<file path="config.mk">
export PLATFORM = sky130hd
export DESIGN_NAME = vst_top
export DESIGN_NICKNAME = d
export VERILOG_FILES = /design/src/vst_pkg.sv /design/src/vst_ctrl.sv /design/src/vst_range_track.sv /design/src/vst_req_gen.sv /design/src/vst_top.sv
export VERILOG_INCLUDE_DIRS = /design/src /design/src/src
export SDC_FILE = /design/constraint.sdc
export NUM_CORES = 2
export LEC_CHECK = 0
export BUFFER_PORTS_ARGS = -buffer_cell sky130_fd_sc_hd__buf_4
export CORE_AREA = 2 2 288 290
export DETAILED_ROUTE_END_ITERATION = 8
export DIE_AREA = 0 0 290 292
export HOLD_SLACK_MARGIN = 0.06
export SLEW_MARGIN = 20
export SYNTH_ARGS = -nofsm -noshare
export SYNTH_HDL_FRONTEND = slang
export SYNTH_SLANG_ARGS = --single-unit
</file>
<file path="constraint.sdc">
create_clock -name clk -period 6.6 [get_ports clk]
set_input_delay 1.32 -clock clk [delete_from_list [all_inputs] [get_ports clk]]
set_output_delay 1.32 -clock clk [all_outputs]
set_load 0.02 [all_outputs]
</file>
<file path="src/vst_settings.svh">
/*
 * Build-wide sizes for the vector store engine.
 * Include this wherever lane, register or address widths are needed.
 */
`ifndef VST_SETTINGS_SVH
`define VST_SETTINGS_SVH

// ==============================
// Base sizes
// ==============================
`define VST_LANES      8                    // Elements per vector register
`define VST_VREGS      32                   // Vector registers in the file
`define VST_DATA_W     32                   // Element width in bits
`define VST_ADDR_W     32                   // Byte address width

// ==============================
// Derived sizes
// ==============================
`define VST_ELEM_BYTES (`VST_DATA_W/8)      // Unit stride in bytes
`define VST_LANE_W     $clog2(`VST_LANES)   // Lane pointer width
`define VST_VREG_W     $clog2(`VST_VREGS)   // Register number width
// Vector length spans all registers, plus one bit for the full count
`define VST_VL_W       ($clog2(`VST_VREGS*`VST_LANES)+1)

`endif

</file>
<file path="src/vst_pkg.sv">
/*
 * Types shared by the store engine modules and the testbench.
 * Import with a wildcard in the module header.
 */
`default_nettype none

`include "vst_settings.svh"

package vst_pkg;

    // Scalar helpers
    typedef logic [`VST_ADDR_W-1:0]           vst_addr_t;    // Byte address
    typedef logic [`VST_DATA_W-1:0]           vst_word_t;    // One element
    typedef logic [`VST_LANES*`VST_DATA_W-1:0] vst_vreg_t;   // Lane-packed register
    typedef logic [`VST_VREG_W-1:0]           vst_reg_num_t; // Register number
    typedef logic [`VST_LANE_W-1:0]           vst_lane_t;    // Lane index
    typedef logic [`VST_VL_W-1:0]             vst_vl_t;      // Vector length

    // Memory-op field of a store
    typedef enum logic [1:0] {
        UNIT_STRIDED = 2'd0,
        STRIDED      = 2'd1,
        INDEXED      = 2'd2
    } vst_mem_op_e;

    // ==============================
    // Bundles
    // ==============================
    typedef struct packed {
        vst_mem_op_e  mem_op;   // Addressing mode
        vst_addr_t    base;     // First address
        vst_addr_t    stride;   // Byte stride, strided mode only
        vst_vl_t      vl;       // Element count
        vst_reg_num_t data_reg; // First source data register
        vst_reg_num_t idx_reg;  // First index register
    } vst_instr_t;

    // Control to datapath, one step of the expansion
    typedef struct packed {
        logic      start;   // Instruction accepted this cycle
        logic      advance; // Current request granted
        vst_lane_t lane;    // Lane being served
    } vst_step_t;

    typedef struct packed {
        vst_addr_t addr;
        vst_word_t data;
    } vst_req_t;

endpackage

`default_nettype wire

</file>
<file path="src/vst_ctrl.sv">
/*
 * Control side of the store engine: handshakes, lane walk and register expansion.
 * Drives the step bundle that the address and range datapaths follow.
 */
`default_nettype none

`include "vst_settings.svh"

module vst_ctrl import vst_pkg::*; (
    input  wire logic         clk,
    input  wire logic         rst_n,
    // Instruction handshake
    input  wire logic         valid_i,
    input  vst_instr_t        instr_i,
    output logic              ready_o,
    // Memory handshake
    input  wire logic         grant_i,
    output logic              req_en_o,
    // Datapath control
    output vst_step_t         step_o,
    input  vst_mem_op_e       mem_op_i,      // Op of the running instruction
    // Register file read ports
    output vst_reg_num_t      rd_addr_data_o,
    output vst_reg_num_t      rd_addr_idx_o,
    // Unlock strobe and status
    output logic              unlock_en_o,
    output vst_reg_num_t      unlock_reg_o,
    output logic              busy_o
);

    // ==============================
    // State
    // ==============================
    logic                  active_r;    // An instruction is in flight
    vst_lane_t             lane_r;      // Lane pointer
    logic [`VST_LANES-1:0] pending_r;   // Lanes still to be written
    vst_reg_num_t          loop_r;      // Expansion count, registers done
    vst_reg_num_t          data_reg_r;
    vst_reg_num_t          idx_reg_r;
    vst_vl_t               vl_r;

    logic                  accept;
    logic                  grant_fire;
    logic [`VST_LANES-1:0] lane_oh;
    logic [`VST_LANES-1:0] pend_next;
    logic                  reg_done;    // Last pending lane granted
    logic                  last_loop;   // Current register ends the vector
    logic                  boundary;    // Gap cycle between two registers
    logic                  finish;
    vst_vl_t               served;      // Elements covered up to this register
    vst_vl_t               remaining;

    // Ones for the lowest cnt lanes, saturating at a full register
    function automatic logic [`VST_LANES-1:0] lane_mask(input vst_vl_t cnt);
        logic [`VST_LANES-1:0] m;
        m = '0;
        for (int i = 0; i < `VST_LANES; i++) begin
            m[i] = (cnt > i);
        end
        return m;
    endfunction

    // ==============================
    // Flow decode
    // ==============================
    assign accept     = valid_i & ready_o;
    assign req_en_o   = |pending_r;                 // Any lane left in this register
    assign grant_fire = req_en_o & grant_i;

    assign lane_oh    = `VST_LANES'(1) << lane_r;
    assign pend_next  = pending_r & ~lane_oh;
    assign reg_done   = grant_fire & ~|pend_next;

    // Served count after the current register, 32 registers fit in vl width
    assign served     = (vst_vl_t'(loop_r) + vst_vl_t'(1)) << `VST_LANE_W;
    assign remaining  = vl_r - served;
    assign last_loop  = (served >= vl_r);

    assign finish     = reg_done & last_loop;       // Final grant of the instruction
    assign boundary   = active_r & ~req_en_o & ~last_loop;

    // Idle, or taking the next one on the final grant
    assign ready_o    = (~req_en_o & ~boundary) | finish;
    assign busy_o     = active_r;

    assign unlock_en_o  = boundary | finish;
    assign unlock_reg_o = data_reg_r;               // Register just finished

    assign rd_addr_data_o = data_reg_r;
    // Index port parked unless the op reads it
    assign rd_addr_idx_o  = (mem_op_i == INDEXED) ? idx_reg_r : '0;

    assign step_o.start   = accept;
    assign step_o.advance = grant_fire;
    assign step_o.lane    = lane_r;

    // ==============================
    // Sequencing
    // ==============================
    always_ff @(posedge clk or negedge rst_n) begin
        if (!rst_n) begin
            active_r   <= 1'b0;
            lane_r     <= '0;
            pending_r  <= '0;
            loop_r     <= '0;
            data_reg_r <= '0;
            idx_reg_r  <= '0;
            vl_r       <= '0;
        end else if (accept) begin
            // New instruction, also valid on the final grant of the last one
            active_r   <= 1'b1;
            lane_r     <= '0;
            pending_r  <= lane_mask(instr_i.vl);
            loop_r     <= '0;
            data_reg_r <= instr_i.data_reg;
            idx_reg_r  <= instr_i.idx_reg;
            vl_r       <= instr_i.vl;
        end else if (finish) begin
            active_r   <= 1'b0;
            lane_r     <= '0;
            pending_r  <= pend_next;                // All clear
        end else if (boundary) begin
            lane_r     <= '0;
            pending_r  <= lane_mask(remaining);     // Refill for the next register
            loop_r     <= loop_r + 1'b1;
            data_reg_r <= data_reg_r + 1'b1;
            idx_reg_r  <= idx_reg_r + 1'b1;
        end else if (grant_fire) begin
            lane_r     <= lane_r + 1'b1;            // Wraps after the top lane
            pending_r  <= pend_next;
        end
    end

    // ==============================
    // Checks
    // ==============================
    // Pointer stays on a pending lane while requesting
    a_lane_pending: assert property (@(posedge clk) disable iff (!rst_n)
        req_en_o |-> pending_r[lane_r])
        else $error("vst_ctrl: request on a lane that is not pending");

    a_ready_or_busy: assert property (@(posedge clk) disable iff (!rst_n)
        ready_o || busy_o)
        else $error("vst_ctrl: neither ready nor busy");

endmodule

`default_nettype wire

</file>
<file path="src/vst_range_track.sv">
/*
 * Records the address range of the running store for hazard checks.
 * Indexed stores report only their base, the end is unknown.
 */
`default_nettype none

`include "vst_settings.svh"

module vst_range_track import vst_pkg::*; (
    input  wire logic  clk,
    input  wire logic  rst_n,
    input  wire logic  start_i,       // Instruction accepted
    input  vst_instr_t instr_i,
    output vst_addr_t  start_addr_o,
    output vst_addr_t  end_addr_o
);

    vst_addr_t vl_m1;        // Last element index
    vst_addr_t end_nxt;

    assign vl_m1 = vst_addr_t'(instr_i.vl) - vst_addr_t'(1);

    // End of range per memory op
    always_comb begin
        case (instr_i.mem_op)
            STRIDED:      end_nxt = instr_i.base + vl_m1 * instr_i.stride;
            UNIT_STRIDED: end_nxt = instr_i.base + vl_m1 * vst_addr_t'(`VST_ELEM_BYTES);
            default:      end_nxt = instr_i.base;
        endcase
    end

    // Reset gives an empty-safe full range
    always_ff @(posedge clk or negedge rst_n) begin
        if (!rst_n) begin
            start_addr_o <= '0;
            end_addr_o   <= '1;
        end else if (start_i) begin
            start_addr_o <= instr_i.base;
            end_addr_o   <= end_nxt;
        end
    end

    // A zero-length store would never finish in the control loop
    a_vl_nonzero: assert property (@(posedge clk) disable iff (!rst_n)
        start_i |-> (instr_i.vl != '0))
        else $error("vst_range_track: store accepted with vl of zero");

endmodule

`default_nettype wire

</file>
<file path="src/vst_req_gen.sv">
/*
 * Request datapath: forms the address and data of each store element.
 * Follows the step bundle from the control module, no extra latency.
 */
`default_nettype none

`include "vst_settings.svh"

module vst_req_gen import vst_pkg::*; (
    input  wire logic   clk,
    input  wire logic   rst_n,
    input  vst_instr_t  instr_i,
    input  vst_step_t   step_i,
    input  vst_vreg_t   rd_data_data_i,   // Data register, lane-packed
    input  vst_vreg_t   rd_data_idx_i,    // Index register, lane-packed
    output vst_mem_op_e mem_op_o,
    output vst_req_t    req_o
);

    // ==============================
    // Captured instruction fields
    // ==============================
    vst_mem_op_e mem_op_r;
    vst_addr_t   base_r;
    vst_addr_t   stride_r;
    vst_addr_t   addr_r;       // Running address, strided modes

    vst_word_t   data_word;
    vst_word_t   idx_word;
    vst_addr_t   addr_inc;

    // Current lane words from both read ports
    assign data_word = rd_data_data_i[step_i.lane*`VST_DATA_W +: `VST_DATA_W];
    assign idx_word  = rd_data_idx_i[step_i.lane*`VST_DATA_W +: `VST_DATA_W];

    // Step applied on each grant
    always_comb begin
        case (mem_op_r)
            STRIDED:      addr_inc = stride_r;
            UNIT_STRIDED: addr_inc = vst_addr_t'(`VST_ELEM_BYTES);
            default:      addr_inc = '0;            // Indexed uses the lane offset instead
        endcase
    end

    always_ff @(posedge clk or negedge rst_n) begin
        if (!rst_n) begin
            mem_op_r <= UNIT_STRIDED;
            base_r   <= '0;
            stride_r <= '0;
            addr_r   <= '0;
        end else if (step_i.start) begin
            mem_op_r <= instr_i.mem_op;
            base_r   <= instr_i.base;
            stride_r <= instr_i.stride;
            addr_r   <= instr_i.base;               // First element at base
        end else if (step_i.advance) begin
            addr_r   <= addr_r + addr_inc;
        end
    end

    // ==============================
    // Request forming
    // ==============================
    always_comb begin
        if (mem_op_r == INDEXED) begin
            req_o.addr = base_r + vst_addr_t'(idx_word);  // Base plus lane offset
        end else begin
            req_o.addr = addr_r;
        end
        req_o.data = data_word;
    end

    assign mem_op_o = mem_op_r;

    // Op field must decode once an instruction is taken
    a_mem_op_known: assert property (@(posedge clk) disable iff (!rst_n)
        step_i.start |=> (mem_op_r inside {UNIT_STRIDED, STRIDED, INDEXED}))
        else $error("vst_req_gen: unused memory-op code captured");

endmodule

`default_nettype wire

</file>
<file path="src/vst_top.sv">
/*
 * Vector store engine top, joins control, request and range blocks.
 */
`default_nettype none

`include "vst_settings.svh"

module vst_top import vst_pkg::*; (
    input  wire logic   clk,
    input  wire logic   rst_n,
    // Instruction input
    input  wire logic   valid_i,
    input  vst_instr_t  instr_i,
    output logic        ready_o,
    // Register file
    output vst_reg_num_t rd_addr_data_o,
    input  vst_vreg_t   rd_data_data_i,
    output vst_reg_num_t rd_addr_idx_o,
    input  vst_vreg_t   rd_data_idx_i,
    // Memory request
    input  wire logic   grant_i,
    output logic        req_en_o,
    output vst_req_t    req_o,
    // Unlock and sync
    output logic        unlock_en_o,
    output vst_reg_num_t unlock_reg_o,
    output logic        busy_o,
    output vst_addr_t   start_addr_o,
    output vst_addr_t   end_addr_o
);

    vst_step_t   step;       // Shared step of the expansion
    vst_mem_op_e mem_op;     // Running op, back to control

    vst_ctrl u_ctrl (
        .clk            (clk),
        .rst_n          (rst_n),
        .valid_i        (valid_i),
        .instr_i        (instr_i),
        .ready_o        (ready_o),
        .grant_i        (grant_i),
        .req_en_o       (req_en_o),
        .step_o         (step),
        .mem_op_i       (mem_op),
        .rd_addr_data_o (rd_addr_data_o),
        .rd_addr_idx_o  (rd_addr_idx_o),
        .unlock_en_o    (unlock_en_o),
        .unlock_reg_o   (unlock_reg_o),
        .busy_o         (busy_o)
    );

    vst_req_gen u_req_gen (
        .clk            (clk),
        .rst_n          (rst_n),
        .instr_i        (instr_i),
        .step_i         (step),
        .rd_data_data_i (rd_data_data_i),
        .rd_data_idx_i  (rd_data_idx_i),
        .mem_op_o       (mem_op),
        .req_o          (req_o)
    );

    vst_range_track u_range (
        .clk            (clk),
        .rst_n          (rst_n),
        .start_i        (step.start),
        .instr_i        (instr_i),
        .start_addr_o   (start_addr_o),
        .end_addr_o     (end_addr_o)
    );

endmodule

`default_nettype wire
</file>
---- Yosys cells after proc, flatten, opt, wreduce, memory -nomap -nowiden ----
Cells that the tools add are included.
word-level totals
  bits in registers ....................... 166
  bits of input ports ..................... 601
  output and inout port bits .............. 147
  word-level logic and storage cells ...... 97
operators by class
  add/sub/neg operators ................... 11
  multipliers ............................. 1
  order comparisons ....................... 17
  eq/ne operators ......................... 4
  shifts and indexed selects .............. 3
  muxes and demuxes ....................... 25
  bitwise logic cells ..................... 14
  reductions and logical operators ........ 10
operators by type and width
  operator                                                                         number
  256-bit by 9-bit variable part select with 32-bit output                         2
  32-bit adder                                                                     4
  32-bit one-hot mux with 2 select lines                                           2
  32-bit two-way mux                                                               3
  9-bit by 3-bit greater-than comparator with 1-bit output, second input constant  8
  5-bit two-way mux                                                                10
  9-bit by 1-bit greater-than comparator with 1-bit output, second input constant  4
  9-bit by 2-bit greater-than comparator with 1-bit output, second input constant  4
  32-bit by 32-bit multiplier with 32-bit output                                   1
  8-bit two-way mux                                                                4
  8-bit OR reduction                                                               2
  5-bit by 1-bit adder with 5-bit output, second input constant                    3
  3-bit two-way mux                                                                4
  9-bit by 1-bit subtractor with 10-bit output, second input constant              1
  9-bit greater-or-equal comparator                                                1
  9-bit subtractor                                                                 1
  8-bit AND                                                                        1
  8-bit NOT                                                                        1
  1-bit by 3-bit left shift with 8-bit output, first input constant                1
  1-bit AND                                                                        7
  5-bit by 1-bit adder with 6-bit output, second input constant                    1
  2-bit nonzero test                                                               3
  2-bit by 1-bit == test with 1-bit output, second input constant                  2
  2-bit zero test                                                                  2
  9 further kinds                                                                  13

---- Logic depth before layout (Yosys ltp) ----
  depth after elaboration ................. 11
  depth in mapped cells ................... 36

---- Hierarchy ----
From an unflattened synthesis, not the netlist that was laid out.
unflattened totals
  cells, all modules ...................... 2930
  area, all modules ....................... 27476.4 um2
by module, submodules not included
  module           times used  cells each  area an instance (um2)
  vst_range_track  1           1592        13822.0
  vst_req_gen      1           1071        11154.4
  vst_ctrl         1           267         2499.9

---- Worst setup path before layout ----
OpenSTA, ideal clock, no wires.
  path type ............................... input to register
  from .................................... in instr_i[12] (netlist name)
  to ...................................... reg u_range.end_addr_o[31]
  setup time .............................. 0.086 ns
  arrival ................................. 9.776 ns
  data required time ...................... 6.514 ns
  path slack .............................. -3.262 ns
  stages .................................. 32
  path through ............................ buf_2 nor3_2 nand2_1 nor2_1 clkbuf_1 clkbuf_1 nand2_1 fa_1 inv_1 fa_1 fa_1 inv_1 fa_1 inv_1 fa_1 inv_1 fa_1 inv_1 fa_1 inv_1 fa_1 inv_1 ha_1 o21ai_0 nand2b_1 a21oi_1 or3_1 o21ai_1 a31oi_1 xnor2_1 a221oi_1 a21oi_1
between the ends
  longest elaborated chain between the ends .. 4
RTL lines
  item                                              RTL line               text
  from (decl)                                       vst_top.sv:13          input vst_instr_t instr_i,
  9-bit by 1-bit subtractor with 10-bit output (*)  vst_range_track.sv:21  assign vl_m1 = vst_addr_t'(instr_i.vl) - vst_addr_t'(1);
  32-bit by 32-bit multiplier with 32-bit output    vst_range_track.sv:26  STRIDED: end_nxt = instr_i.base + vl_m1 * instr_i.stride;
  32-bit adder                                      vst_range_track.sv:26
  32-bit one-hot mux with 2 select lines (*)        vst_range_track.sv:25  case (instr_i.mem_op)
  to (signal assigned)                              vst_range_track.sv:39  end_addr_o <= end_nxt;
  to (decl)                                         vst_range_track.sv:15  output vst_addr_t end_addr_o
Every way passes the cells marked *; elsewhere a longest branch is shown, timed or not.
A chain may end at the register's enable or synchronous reset.

---- Worst setup path in the final report ----
  from .................................... in instr_i[15] (netlist name)
  to ...................................... reg u_range.end_addr_o[30]
Same word-level chain as after synthesis.

==> results.tsv <==
stage	metric	value	unit
worst_setup_path	crit_buf_inv	11	
global_routing	largest_net_degree_at_the_start_of_global_routing	105	
sta	rsz0062_at_grt	yes	
power	ir_drop	0.000766	V
die	die-width	290	µm
finish	numnets_final	5577	
global_routing	first_global_vias	29400	
sta	max-slew-margin-rel	26.6	%
sta	worst_hold_slack	466	ps
power	clock_power_share	3.6	%
worst_setup_path	crit_path_max_incr_delay	600	ps
finish	count_of_fill_cells_added_during_filler_insertion	7838	
logic_synthesis	synth.ff_latch_count	166	
place	gpl.final_weighted_congestion	1.11	
place	io_buffers	747	
clock_tree	cts_buffers	17	
detailed_routing	routed-via-count	29800	
detailed_routing	drt_iter0_drc	2432	
power	int_pwr	13.6	mW
detailed_routing	wire_per_inst	29.2	µm
logic_synthesis	postSynth.asyncResetShare	100	%
clock_tree	postCtsHoldBufs	0	
die	design.die.area	0.0847	mm²
clock_tree	cts_buffer_depth	2	
detailed_routing	drt.antenna.violating_nets	0	
worst_setup_path	critPathSlowestCell	sky130_fd_sc_hd__fa_2	
die	io_pins	748	
die	placeableCoreArea	0.0816	mm²
global_routing	wire_length_of_the_first_global_routing_pass	222000	µm
clock_tree	clkSinkCount	166	
global_routing	grt.overflow.total	0	
logic_synthesis	synth.distinct_cells	87	
logic_synthesis	post_synth_most_frequent_cells	sky130_fd_sc_hd__nand2_1, sky130_fd_sc_hd__inv_1, sky130_fd_sc_hd__fa_1	
sta	achievable-frequency	0.118	GHz
finish	post-route-util	50.7	%
power	total_power_consumption_of_the_routed_design	27.4	mW
die	core.rowCount	105	
logic_synthesis	synthCells	3399	
sta	fin_crit	8450	ps
detailed_routing	detail_route.first_pass.iterations	5	
clock_tree	cts.root.buffer_cell	sky130_fd_sc_hd__clkbuf_16	
global_routing	antenna_found_initial	56	
clock_tree	tritoncts	yes	
power	power_frac_seq	7.9	%
sta	final-setup-viol-count	23	
logic_synthesis	synth-seq-area-share	14.0	%
outcome	failing_checks	setup timing	
logic_synthesis	post-synth-top-area-cell	sky130_fd_sc_hd__fa_1	
worst_setup_path	cp_max_fo	5	
logic_synthesis	synth_nets	4597	
run	maxCapViolations	0	
die	floorplan.initialDensity	36.7	%
logic_synthesis	yosys.cell_count.top_type	sky130_fd_sc_hd__nand2_1	
sta	drv_slew	0	
logic_synthesis	synth_enable_flop_cells	0	
finish	syn_to_final_growth	38.3	%
worst_setup_path	cp-end-kind	flip-flop	
worst_setup_path	cp-start-kind	primary input	
worst_setup_path	arrival	8820	ps
worst_setup_path	path_common_cell	sky130_fd_sc_hd__fa_1	
power	power.share.switching	50.3	%
logic_synthesis	post_synth_instance_area	0.0299	mm²
sta	period_share	128	%
detailed_routing	totalWireLength	160000	µm
outcome	status	finished with violations	
power	power.density_cell_area	662	mW/mm²
logic_synthesis	synth_area_per_cell	8.81	µm²
place	placedInstanceArea	0.0393	mm²
logic_synthesis	synthTopCellsByArea	sky130_fd_sc_hd__fa_1, sky130_fd_sc_hd__dfrtp_1, sky130_fd_sc_hd__ha_1, sky130_fd_sc_hd__mux4_2, sky130_fd_sc_hd__nand2_1	
place	preCtsSetupSlack	-2450	ps
sta	worst_slew_pin_slew	1100	ps
finish	postLayoutCellArea	0.0414	mm²
place	detailed_place_hpwl	139000	µm
logic_synthesis	yosys_warnings	0	
clock_tree	cts.clk_slew.worst_paths	70	ps
clock_tree	htreeDepth	4	
power	total_leakage_power	20.8	nW
logic_synthesis	ys.flop_type	sky130_fd_sc_hd__dfrtp_1	
finish	layout-drive-gt1-share	35.5	%
detailed_routing	remaining_drc_errors	0	
clock_tree	clock_insertion_delay_worst_skew	450	ps
die	die-height	292	µm
sta	layout_setup_ws	-1850	ps
logic_synthesis	synth_top_area_share	23.5	%
sta	final.setup_skew	18.2	ps
power	total_switching_power	13.8	mW
global_routing	grtUsageTotal	37.4	%
power	comb_power_share	88.5	%
worst_setup_path	cp_data_required_time	6970	ps
hold_path	hold_path.class	flip-flop to flip-flop	
worst_setup_path	critPathTopFamily	adder cells	
worst_setup_path	timing_worst_setup_path_type	primary input to flip-flop	
detailed_routing	avgViaCountPerCell	5.42	
sta	report.final.hold_viol_count	0	
[timing repair]
action / in CTS / in global routing
cloned: 1 / 0
buffers inserted: 18 / 23
pin swaps: 75 / 104
endpoints found under the setup margin: 25 / 31
gates resized for setup: 125 / 115
endpoints found under the hold margin: 0 / 0
[logic make-up (layout without fill, tap and decap cells)]
kind of cell	after synthesis	after routing	synth area share, %
simple gates	1165	1165	17.7
xor+xnor	168	168	4.96
mux	144	144	10.2
other cells	0	31	0
fa+ha+maj	597	597	33.7
flops	166	166	14.0
compound gates	525	525	11.3
buf+inv	634	1627	8.09
[worst paths after layout]
check | slack (ps) | endpoint | cells after the start | from
worst max-delay path | -1850 | u_range.end_addr_o[30]$_DFFE_PN1P_ | 35 | instr_i[15]
worst min-delay path | 470 | u_range.end_addr_o[14]$_DFFE_PN1P_ | 2 | u_range.end_addr_o[14]$_DFFE_PN1P_
worst max register to register | 2130 | u_range.end_addr_o[30]$_DFFE_PN1P_ | 14 | u_ctrl.loop_r[0]$_DFFE_PN0P_
worst min register to register | 470 | u_range.end_addr_o[14]$_DFFE_PN1P_ | 2 | u_range.end_addr_o[14]$_DFFE_PN1P_
max in group asynchronous | 4500 | u_range.start_addr_o[23]$_DFFE_PN0P_ | 2 | rst_n
min in group asynchronous | 950 | u_req_gen.stride_r[0]$_DFFE_PN0P_ | 1 | rst_n
[cell usage in the layout (no fill, tap or decap), types with 54 or more instances in the layout]
| cell type | n |
|---|---|
| sky130_fd_sc_hd__buf_4 | 1065 |
| sky130_fd_sc_hd__nand2_1 | 661 |
| sky130_fd_sc_hd__inv_1 | 431 |
| sky130_fd_sc_hd__fa_1 | 333 |
| sky130_fd_sc_hd__ha_1 | 210 |
| sky130_fd_sc_hd__and2_1 | 142 |
| sky130_fd_sc_hd__dfrtp_1 | 131 |
| sky130_fd_sc_hd__mux4_2 | 128 |
| sky130_fd_sc_hd__nor2_1 | 111 |
| sky130_fd_sc_hd__o21ai_0 | 109 |
| sky130_fd_sc_hd__a21oi_1 | 108 |
| sky130_fd_sc_hd__xnor2_1 | 86 |
| sky130_fd_sc_hd__xor2_1 | 69 |
| sky130_fd_sc_hd__nor2b_1 | 57 |
| sky130_fd_sc_hd__a21o_1 | 54 |
[stage by stage]
step	TNS, ps	instances
global route	-36400	5478
finish	-31600	5493
global placement	-44730	5391
floorplan	-33580	3399
CTS	-30750	5440
detailed placement	-46250	5391
[final cells by class]
cell class / count / area [µm²] / share of cell area, %
Clock inverter: 14 / 121 / 0.293
Tap cell: 1070 / 1340 / 3.23
Sequential cell: 166 / 4210 / 10.2
Inverter: 471 / 1790 / 4.32
Multi-Input combinational cell: 2599 / 24500 / 59.3
Antenna cell: 31 / 77.6 / 0.187
Timing Repair Buffer: 1124 / 8900 / 21.5
Clock buffer: 18 / 429 / 1.04
[sequential cells by signal (all words and copies together) (netlist names)]
name,cells
u_ctrl.busy_o,1
u_ctrl.rd_addr_data_o,5
u_ctrl.vl_r,9
u_req_gen.stride_r,32
u_range.end_addr_o,32
u_ctrl.loop_r,5
u_range.start_addr_o,32
u_ctrl.lane_r,3
u_req_gen.addr_r,32
u_req_gen.mem_op_o,2
u_ctrl.pending_r,8
u_ctrl.idx_reg_r,5
[routing by layer]
layer	wire length [µm]	GRT usage, %	up-vias
met5	147	0	-
met4	9330	18.8	22
met3	13800	11.0	265
met2	72000	58.2	1342
met1	65100	47.3	15000
li1	-	-	13200
[worst min-delay path, delay by kind of cell (launching register included)]
| family | cells | cell delay [ps] |
|---|---|---|
| flip-flops | 1 | 370 |
| AO/OA/AOI/OAI | 1 | 50 |
| AND/OR/NAND/NOR | 1 | 40 |
[power groups by stage]
stage | registers [mW] | clock network, mW | logic [mW]
6_report | 2.16 | 0.989 | 24.3
5_1_grt | 2.19 | 1.04 | 26.2
4_1_cts | 2.16 | 0.993 | 22.4
3_5_place_dp | 2.17 | 0 | 20.7
3_3_place_gp | 2.16 | 0 | 20.5
2_1_floorplan | 2.11 | 0 | 12.6
Power figures use the tool's default switching activity.
